[config.mk]
export PLATFORM = sky130hd
export DESIGN_NAME = return_stack_flat
export DESIGN_NICKNAME = d
export VERILOG_FILES = /design/src/hw/frontend_pkg.sv /design/src/hw/link_mem_if.sv /design/src/hw/return_stack.sv /design/src/flat_wrapper.sv
export SDC_FILE = /design/constraint.sdc
export NUM_CORES = 1
export LEC_CHECK = 0
export BUFFER_PORTS_ARGS = -buffer_cell sky130_fd_sc_hd__buf_2
export CAP_MARGIN = 30
export CORE_AREA = 2 2 80 113
export CTS_CLUSTER_DIAMETER = 120
export DETAILED_ROUTE_END_ITERATION = 12
export DIE_AREA = 0 0 82 115
export MAX_ROUTING_LAYER = met4
export PLACE_DENSITY = 0.84
export SKIP_LAST_GASP = 1
export SLEW_MARGIN = 20
export SYNTH_ARGS = -nofsm -noshare
export SYNTH_HDL_FRONTEND = slang
export SYNTH_SLANG_ARGS = --single-unit
[constraint.sdc]
create_clock -name clk -period 2.45 [get_ports clk]
set_input_delay 0.49 -clock clk [delete_from_list [all_inputs] [get_ports clk]]
set_output_delay 0.49 -clock clk [all_outputs]
set_load 0.02 [all_outputs]
[src/hw/frontend_pkg.sv]
/*
  frontend package
  address and page widths, link memory layout and the branch kinds
  shared by the fetch front end
*/
package frontend_pkg;

  localparam int ADDR_W      = 48;   // virtual fetch address
  localparam int PAGE_OFS_W  = 12;   // 4 KiB pages
  localparam int PPN_W       = 36;
  localparam int FETCH_BYTES = 16;   // one fetch block per cycle

  // link memory, translations low and spilled return addresses high
  localparam int LINK_AW = 7;
  localparam int LINK_W  = 48;
  localparam logic [LINK_AW-1:0] TRANS_BASE = 7'd0;
  localparam logic [LINK_AW-1:0] RAS_BASE   = 7'd64;

  typedef enum logic [1:0] {
    BR_COND = 2'd0,
    BR_JUMP = 2'd1,
    BR_CALL = 2'd2,
    BR_RET  = 2'd3
  } branch_kind_t;

endpackage

[src/hw/link_mem_if.sv]
/*
  link memory interface
  one requester port of the shared link memory, seen from the
  requester, the arbiter and the memory
*/
`timescale 1ns/1ns

interface link_mem_if;
  import frontend_pkg::*;

  logic               req;
  logic               we;
  logic [LINK_AW-1:0] addr;
  logic [LINK_W-1:0]  wdata;
  logic               gnt;     // same cycle as req
  logic [LINK_W-1:0]  rdata;   // cycle after a granted read

  modport requester (output req, we, addr, wdata, input gnt, rdata);
  modport arbiter   (input req, we, addr, wdata, output gnt, rdata);
  modport memory    (input req, we, addr, wdata, output rdata);

endinterface

[src/hw/return_stack.sv]
/*
  return stack
  top entry held in a register, older entries spilled to the
  stack region of link memory and refilled on return
*/
`timescale 1ns/1ns

module return_stack #(
  parameter int RAS_DEPTH_W = 4
) (
  input  logic                            clk,
  input  logic                            rst,
  input  logic                            push,
  input  logic [frontend_pkg::ADDR_W-1:0] push_addr,
  input  logic                            pop,
  output logic [frontend_pkg::ADDR_W-1:0] top,
  output logic                            busy,
  link_mem_if.requester                   mem
);
  import frontend_pkg::*;

  logic [RAS_DEPTH_W-1:0] ptr;
  logic [RAS_DEPTH_W-1:0] rd_ptr;
  logic                   spill_pend;   // write old top
  logic                   fill_pend;    // read entry below
  logic                   refill;       // read data arriving
  logic [ADDR_W-1:0]      top_q;
  logic [ADDR_W-1:0]      spill_q;

  assign rd_ptr = ptr - 1'b1;

  assign mem.req   = spill_pend | fill_pend;
  assign mem.we    = spill_pend;
  assign mem.addr  = RAS_BASE + LINK_AW'(spill_pend ? ptr : rd_ptr);
  assign mem.wdata = LINK_W'(spill_q);

  assign busy = spill_pend | fill_pend;
  assign top  = refill ? mem.rdata[ADDR_W-1:0] : top_q;   // bypass on refill

  always_ff @(posedge clk) begin
    if (rst) begin
      ptr        <= '0;
      spill_pend <= 1'b0;
      fill_pend  <= 1'b0;
      refill     <= 1'b0;
    end else begin
      spill_pend <= push;
      fill_pend  <= pop;
      refill     <= fill_pend;
      if (spill_pend) begin
        ptr <= ptr + 1'b1;
      end else if (fill_pend) begin
        ptr <= rd_ptr;   // wraps, no underflow check
      end
    end
  end

  always_ff @(posedge clk) begin
    if (push) begin
      top_q   <= push_addr;
      spill_q <= top;
    end else if (refill) begin
      top_q <= mem.rdata[ADDR_W-1:0];
    end
  end

endmodule

[src/flat_wrapper.sv]
// flat-port wrapper written by rule: the top's interface ports become plain ports
module return_stack_flat import frontend_pkg::*;
#(
  parameter int RAS_DEPTH_W = 4
)
  (clk, rst, push, push_addr, pop, top, busy, mem_req, mem_we, mem_addr, mem_wdata, mem_gnt, mem_rdata);
  link_mem_if mem_i ();
  input  logic clk;
  input  logic rst;
  input  logic push;
  input  logic [frontend_pkg::ADDR_W-1:0] push_addr;
  input  logic pop;
  output logic [frontend_pkg::ADDR_W-1:0] top;
  output logic busy;
  output wire logic [$bits(mem_i.req)-1:0] mem_req;
  output wire logic [$bits(mem_i.we)-1:0] mem_we;
  output wire logic [$bits(mem_i.addr)-1:0] mem_addr;
  output wire logic [$bits(mem_i.wdata)-1:0] mem_wdata;
  input wire logic [$bits(mem_i.gnt)-1:0] mem_gnt;
  input wire logic [$bits(mem_i.rdata)-1:0] mem_rdata;
  assign mem_req = mem_i.req;
  assign mem_we = mem_i.we;
  assign mem_addr = mem_i.addr;
  assign mem_wdata = mem_i.wdata;
  assign mem_i.gnt = mem_gnt;
  assign mem_i.rdata = mem_rdata;
  return_stack #(.RAS_DEPTH_W(RAS_DEPTH_W)) u_core (.clk(clk), .rst(rst), .push(push), .push_addr(push_addr), .pop(pop), .top(top), .busy(busy), .mem(mem_i));
endmodule
* After elaboration in Yosys (flattened, before gate mapping)
Index checks and enable logic that the tools add are counted.
** Storage, ports and cells
- Register bits after elaboration :: 103
- Input port bits :: 101
- Logic and storage cells :: 16
- Memories kept :: 0
- Latch bits :: 0
- Bits in writable memories :: 0
- Memory bits (read-only) :: 0
** Cells by class
- Eq/ne operators :: 0
- Bitwise logic cells :: 1
- Multiply operators :: 0
- Divide/modulo/power cells :: 0
- Shift-type cells :: 0
- Reduce and logical (&&, ||, !) cells :: 1
- $add $sub $neg :: 3
- Magnitude comparators :: 0
- Mux-type cells :: 5
** Operators by type and width (number)
- $mux W48 :: 2
- $mux W4 :: 3
- $add A7 B7 Y7 const A :: 1
- $add A4 B1 Y4 const B :: 1
- $sub A4 B1 Y4 const B :: 1
- $reduce_bool A2 Y1 :: 1
- $or A1 B1 Y1 :: 1

* Logic depth before layout (Yosys ltp)
Gate-level depths: netlist (run 1).
- Depth after elaboration :: 3
- Mapped depth :: 5

* Worst setup path after synthesis (run 1)
No wires, ideal clock.
- Path type :: register -> output
- Start point :: register u_core.ptr[0]
- End point :: output mem_addr[1]
- Required time :: 1.960 ns
- Setup slack :: 0.827 ns
- Stages on the path, launching flop included :: 4
- Arrival :: 1.133 ns
- Buffers on the path :: 0
- Cell sequence :: dfxtp_1 > inv_1 > ha_1 > mux2i_1
** On the way
- Longest elaborated chain between the ends :: 3
** Ends and longest elaborated chain
- from (decl) :: RTL line return_stack.sv:22 : logic [RAS_DEPTH_W-1:0] ptr;
- from (signal assigned) :: RTL line return_stack.sv:51 : ptr <= ptr + 1'b1;
- from (signal assigned) :: RTL line return_stack.sv:53 : ptr <= rd_ptr;
- $sub A4 B1 Y4 :: RTL line return_stack.sv:30 : assign rd_ptr = ptr - 1'b1;
- $mux W4 (*) :: RTL line return_stack.sv:34 : assign mem.addr = RAS_BASE + LINK_AW'(spill_pend ? ptr : rd_ptr);
- $add A7 B7 Y7 (*) :: RTL line return_stack.sv:34
- to (decl) :: RTL line flat_wrapper.sv:17 : output wire logic [$bits(mem_i.addr)-1:0] mem_addr;
Mark *: on every way between the ends. The rest lies on a longest branch, timed or not.

* Final worst setup path (run 1)
- Start point :: register u_core.refill
- End point :: output top[5] (netlist name)
** On the way
- Longest elaborated chain between the ends :: 1
** Ends and longest elaborated chain
- from (decl) :: RTL line return_stack.sv:26 : logic refill;
- from (signal assigned) :: RTL line return_stack.sv:49 : refill <= fill_pend;
- $mux W48 :: RTL line return_stack.sv:38 : assign top = refill ? mem.rdata[ADDR_W-1:0] : top_q;
- to (decl) :: RTL line flat_wrapper.sv:13 : output logic [frontend_pkg::ADDR_W-1:0] top;
Every way passes these cells.

==> reports/metrics.csv, run 1 <==
stage,metric,value,unit
outcome,status,"complete, no violations",
hold_path,Worst Hold End,u_core.fill_pend,
timing,fin. max-slew vios,0,
route,DRC,0,
floorplanning,core area,0.00841,sq mm
global_route,global-route wire length before repair,12500,um
hold_path,worst min-delay path class,input pin to register,
clocking,hold-fix buffer count after cts,0,
setup_path,Crit Path Max Fanout,20,
clocking,total clock sinks,103,
route,Routed WL,8620,um
timing,setup TNS,0,ns
timing,minimum clock period,2.17,ns
floorplanning,Die H,115,um
route,DRT iter0 DRCs,112,
synthesis,"Async S/R FF share, synth",0,%
synthesis,top_reg_cell synth,dfxtp_1,
timing,Max Fclk,461,MHz
synthesis,Synth area leaders,"edfxtp_1 36%, dfxtp_1 27%, mux2_2 22%",
power,Internal,3100,uW
floorplanning,Die Area,0.00943,sq mm
run,MaxCap Viol Count,0,
setup_path,R2R Setup Slk,0.89,ns
timing,worst slew pin tran,0.513,ns
synthesis,count of state elements after synthesis,103,
clocking,CTS tree,done,
timing,Tcrit/Tclk final,88.6,%
setup_path,R2R depth,3,
route,routed via count,2706,
timing,relative slew slack,65.8,%
cells_and_area,# nets final,557,
power,part of the power in registers,48.8,%
clocking,worst skew pair latency,0.33,ns
cells_and_area,Post-Route Utilization,64.4,%
power,Combinational Power Share,20.9,%
power,maximum VDD drop,0.000538,V
timing,Final Hold Violating Endpoints,0,
floorplanning,Initial Utilization,47.9,%
power,leakage,0.00244,uW
cells_and_area,area grow syn2layout,34.3,%
place,post-DP HPWL,6530,um
floorplanning,IO Count,207,
power,clock share of power,30.3,%
cells_and_area,Fillers,668,
global_route,total grt overflow,0,
synthesis,Ys Warns,0,
global_route,initial antenna violation count,0,
setup_path,RR Startpoint,u_core.refill,
synthesis,sequential share of the synthesized area,63.1,%
power,pwr/cell area,777,mW/mm^2
clocking,CTS H-tree depth,3,
clocking,Post-CTS Setup Bufs,0,
timing,RSZ-0062 raised after global routing,false,
cells_and_area,Antenna Cells,0,
place,IO buf count,202,
power,Switching Share,26.4,%
hold_path,WHS Path Cells,2,
synthesis,share of the synthesized area in the top cell type,35.8,%
timing,final setup vio count,0,
timing,skew final,0.00538,ns
setup_path,capturing element type of the critical path,primary output,
clocking,root buffer cell,clkbuf_16,
route,first drt pass iteration count,4,
synthesis,synth unique cells,27,
hold_path,worst hold start,pop,
synthesis,Mapped Area,0.00403,sq mm
synthesis,"EDFF count, synth",48,
route,DR WL/cell,15.3,um
route,routed vias/inst,4.81,
setup_path,Critical Path Start Type,register,
synthesis,Post-Syn Area per Cell,16.2,sq um
setup_path,Worst EP arrival,1.68,ns
clocking,Num CTS Buffers,9,
place,placer congestion estimate,0.777,
cells_and_area,FF+latch area,0.00254,sq mm
cells_and_area,area occupied by multi-input gates,0.00138,sq mm
route,Antenna Nets Post-Route,0,
floorplanning,num rows,40,
global_route,largest net degree at the start of global routing,98,
clocking,Worst-path clk slew,0.06,ns
setup_path,critical path class,register to primary output,
clocking,"buffers from clock root to sink, at most",2,
floorplanning,Die W,82,um
global_route,vias in the first global route,2640,
synthesis,Syn Inst Count,249,
clocking,"Gates resized, CTS repair",0,
setup_path,Required @ worst endpoint,1.96,ns
setup_path,r2r endpoint,u_core.top_q[5],
cells_and_area,share of cells above drive strength 1,69.1,%
global_route,Tot GR Track Use,18.3,%
power,Sw Pwr,1110,uW
synthesis,Synth area leader,edfxtp_1,
metal layers:
layer	vias up	wire length (um)	global-route usage, %
li1	1308	-	-
met1	1272	3090	18.2
met2	108	4820	33.4
met3	18	468	3.30
met4	0	240	8.67
met5	-	0	-
cell usage in the layout, fill, tap and decap left out, drive strengths merged:
master / instances
clkinv: 4
o211ai: 1
ha: 4
a21oi: 2
nor3: 1
buf: 205
a21boi: 1
conb: 3
nand3b: 1
nor4: 1
dfxtp: 55
nor2: 3
nor2b: 4
and4: 1
clkbuf: 12
or2: 1
xor2: 1
a211oi: 1
inv: 4
nand2: 4
mux2: 97
edfxtp: 48
mux2i: 1
xnor2: 1
and3b: 1
state kept, by name, indices dropped and copies added, names as in the netlist:
register          count
u_core.mem.wdata     48
u_core.top_q         48
u_core.mem.we         1
u_core.ptr            4
u_core.refill         1
u_core.fill_pend      1
power by group through the flow:
| stage | Clock [uW] | Sequential (uW) | Combinational (uW) |
|---|---|---|---|
| 3_3_place_gp | 0 | 2080 | 864 |
| 5_1_grt | 1380 | 2070 | 945 |
| 4_1_cts | 1320 | 2050 | 892 |
| 6_report | 1280 | 2050 | 880 |
| 2_1_floorplan | 0 | 2180 | 477 |
| 3_5_place_dp | 0 | 2090 | 890 |
synthesized netlist by cell type (all sizes together), types with 2 or more instances:
cell type  instances
ha                 4
conb               2
nor2b              4
mux2              97
dfxtp             55
a21oi              2
edfxtp            48
nor2               3
inv                4
buf               14
nand2              4
stage by stage:
stage / worst slack, ns / area, sq um / total power (uW) / cells / hold slack (ns)
after floorplan: 0.827 / 4040 / 2650 / 250 / 0.489
after global placement: 0.629 / 5150 / 2940 / 546 / 0.531
after detailed placement: 0.605 / 5150 / 2980 / 546 / 0.533
after CTS: 0.244 / 5410 / 4260 / 562 / 0.359
after global routing: 0.210 / 5410 / 4400 / 562 / 0.370
final: 0.280 / 5410 / 4210 / 562 / 0.369
area by class of cell:
cell class / count / share of cell area, %
inverter: 4 / 0.277
multi-input combinational: 129 / 25.5
clock buffer: 12 / 4.55
timing repair buffer: 205 / 19.8
clock inverter: 4 / 0.393
sequential: 103 / 47.0
tap: 105 / 2.43
cell families after synthesis:
| family | synth area share, % |
|---|---|
| flip-flops | 63.1 |
| AND/OR/NAND/NOR | 2.33 |
| buffers and inverters | 2.73 |
| AO/OA/AOI/OAI | 0.807 |
| XOR/XNOR | 0.435 |
| other | 0.186 |
| adder cells (fa/ha/maj) | 1.24 |
| multiplexers | 29.2 |
worst max-delay path: stages (launching register included):
cell     delay [ns]
dfxtp_2        0.55
buf_12         0.25
mux2_2         0.38
buf_2          0.16
how the worst max path moves through the flow:
| stage | start | to | slack [ns] | cells past startpoint |
|---|---|---|---|---|
| final | u_core.refill | top[5] | 0.28 | 3 |
| after global routing | u_core.refill | top[6] | 0.21 | 3 |
| after CTS | u_core.refill | top[2] | 0.24 | 3 |
| after detailed placement | u_core.refill | top[2] | 0.61 | 3 |
| after global placement | u_core.refill | top[5] | 0.63 | 3 |
| after floorplan | u_core.ptr[0] | mem_addr[1] | 0.83 | 3 |
(Power assumes the default switching activity.)
==> run 2, diff against run 1 <==
PLACE_DENSITY = 0.95   (was 0.84)
==> run 2 against run 1 <==
Sequential power about the same. Combinational power rose by 0.9%. Clock power rose by 8%. Worst setup slack better by 0.16 ns. Wire length up 3.2%. Register-to-register slack better by 0.17 ns. Cell area increased by 0.14%. Largest power group unchanged.
==> reports/metrics.csv, run 2 (synthesis gave the netlist of run 1 again) <==
stage,metric,value,unit,change
timing,setup TNS,0,ns,unchanged
route,DR WL/cell,15.8,um,+3.0%
clocking,CTS H-tree depth,3,,unchanged
cells_and_area,share of cells above drive strength 1,69.4,%,+0.29 points
setup_path,Max stage delay on crit path,0.40,ns,-0.15 ns
timing,worst hold slack,0.373,ns,+0.00407 ns
timing,skew final,0.00563,ns,+0.000251 ns
setup_path,Required @ worst endpoint,1.96,ns,about the same
setup_path,capturing element type of the critical path,primary output,,
timing,final setup vio count,0,,unchanged
global_route,vias in the first global route,2708,,+2.6%
power,maximum VDD drop,0.000415,V,-23%
clocking,hold-fix buffer count after cts,0,,unchanged
route,DRT iter0 DRCs,81,,-28%
global_route,total grt overflow,0,,unchanged
floorplanning,IO Count,207,,unchanged
clocking,CTS tree,done,,
global_route,largest net degree at the start of global routing,98,,unchanged
cells_and_area,Antenna Cells,0,,unchanged
power,pwr/cell area,797,mW/mm^2,+2.6%
place,IO buf count,202,,unchanged
setup_path,Critical Path Start Type,register,,
cells_and_area,area grow syn2layout,34.5,%,
cells_and_area,# nets final,558,,+0.18%
global_route,global-route wire length before repair,12800,um,+1.9%
floorplanning,Initial Utilization,47.9,%,unchanged
cells_and_area,Fillers,640,,-4.2%
route,DRC,0,,unchanged
floorplanning,Die W,82,um,unchanged
route,routed vias/inst,4.79,,-0.51%
floorplanning,Die Area,0.00943,sq mm,unchanged
clocking,"Gates resized, CTS repair",0,,unchanged
run,MaxCap Viol Count,0,,unchanged
timing,worst slew pin tran,0.537,ns,+0.0244 ns
clocking,"buffers from clock root to sink, at most",2,,unchanged
cells_and_area,"leading cell types in the layout, fill and taps excluded","201 x buf_2, 77 x mux2_2, 54 x dfxtp_1, 48 x edfxtp_1, 20 x mux2_4",,
global_route,initial antenna violation count,0,,unchanged
clocking,Worst-path clk slew,0.06,ns,about the same
clocking,Post-CTS Setup Bufs,0,,unchanged
timing,fin. max-slew vios,0,,unchanged
global_route,Tot GR Track Use,18.9,%,+0.65 points
timing,relative slew slack,64.2,%,-1.6 points
setup_path,"delay-heaviest family, CP",flip-flops,,
power,leakage,0.00244,uW,+0.30%
setup_path,Worst EP arrival,1.52,ns,-0.16 ns
clocking,root buffer cell,clkbuf_16,,
route,first drt pass iteration count,4,,unchanged
clocking,worst skew pair latency,0.33,ns,about the same
outcome,status,"complete, no violations",,
timing,Max Fclk,497,MHz,+7.8%
setup_path,critical path class,register to primary output,,
route,Antenna Nets Post-Route,0,,unchanged
place,placer congestion estimate,0.732,,-5.7%
clocking,total clock sinks,103,,unchanged
hold_path,worst min-delay path class,input pin to register,,
setup_path,sequence of cells on the critical path,"inv_1, ha_1, mux2i_1, buf_2",,
place,post-DP HPWL,6590,um,+0.90%
setup_path,buffer and inverter count on the worst path,2,,unchanged
cells_and_area,"most common cell after layout, fill and taps aside",buf_2,,
route,Routed WL,8890,um,+3.2%
floorplanning,num rows,40,,unchanged
timing,Final Hold Violating Endpoints,0,,unchanged
route,routed via count,2697,,-0.33%
clocking,Num CTS Buffers,9,,unchanged
timing,minimum clock period,2.01,ns,-0.156 ns
timing,RSZ-0062 raised after global routing,false,,
timing,Tcrit/Tclk final,82.2,%,-6.4 points
setup_path,"Slowest-stage cell, CP",dfxtp_1,,
setup_path,Crit Path Max Fanout,5,,-75%
floorplanning,Die H,115,um,unchanged
floorplanning,core area,0.00841,sq mm,unchanged
[run 2: cell count changes in the layout (fill, tap and decap cells not counted)]
cell | before | now
clkinv_4 | 1 | 0
bufinv_16 | 0 | 1
buf_4 | 1 | 4
clkinvlp_4 | 0 | 1
buf_12 | 3 | 1
clkinv_1 | 2 | 0
clkbuf_1 | 2 | 3
[run 2: worst register-to-register path: cells and delay by family, from the launching register on]
kind,cells,cell delay [ns]
muxes,2,0.67
DFF,1,0.33
buffers and inverters,1,0.27
[run 2: per-stage QoR]
step / util [%] / worst slack [ns] / total power, uW / instances / instance area, sq um
after floorplan: - / 0.827 / 2650 / 250 / 4040
after global placement: 61.0 / 0.790 / 2940 / 547 / 5130
after detailed placement: 61.0 / 0.780 / 2980 / 547 / 5130
after CTS: 64.5 / 0.403 / 4380 / 563 / 5420
after global routing: 64.5 / 0.299 / 4500 / 563 / 5420
final: 64.5 / 0.436 / 4320 / 563 / 5420
[run 2: where the power goes]
| part | internal (uW) | total, uW | leakage [uW] | switching, uW |
|---|---|---|---|---|
| clock network | 819 | 1380 | 0.000140 | 564 |
| logic | 387 | 888 | 0.00137 | 501 |
| registers | 2000 | 2050 | 0.000933 | 52.8 |
| total | 3200 | 4320 | 0.00244 | 1120 |
[run 2: metal layers]
| layer | routed length, um | track usage [%] | part of all wire [%] | up-vias |
|---|---|---|---|---|
| met5 | 0 | - | 0 | - |
| li1 | - | - | - | 1314 |
| met4 | 221 | 9.33 | 2.5 | 0 |
| met2 | 4930 | 34.0 | 56 | 108 |
| met3 | 487 | 3.77 | 5.5 | 16 |
| met1 | 3250 | 18.9 | 37 | 1259 |
[run 2: worst paths after layout]
kind	depth (start not counted)	from	endpoint	slack, ns
hold reg to reg	1	u_core.top_q[37]	u_core.mem.wdata[37]	0.55
hold / removal	2	pop	u_core.fill_pend	0.37
setup / recovery	4	u_core.ptr[0]	mem_addr[1]	0.44
setup reg to reg	3	u_core.refill	u_core.top_q[23]	1.06
[run 2: area by class of cell]
class | instances | area, sq um | area share [%]
flip-flops and latches | 103 | 2540 | 46.9
clock buffers | 13 | 250 | 4.62
inverters | 4 | 15.0 | 0.277
repair buffers | 206 | 1060 | 19.5
multi-input cells | 129 | 1380 | 25.5
clock inverters | 3 | 42.5 | 0.785
well taps | 105 | 131 | 2.42
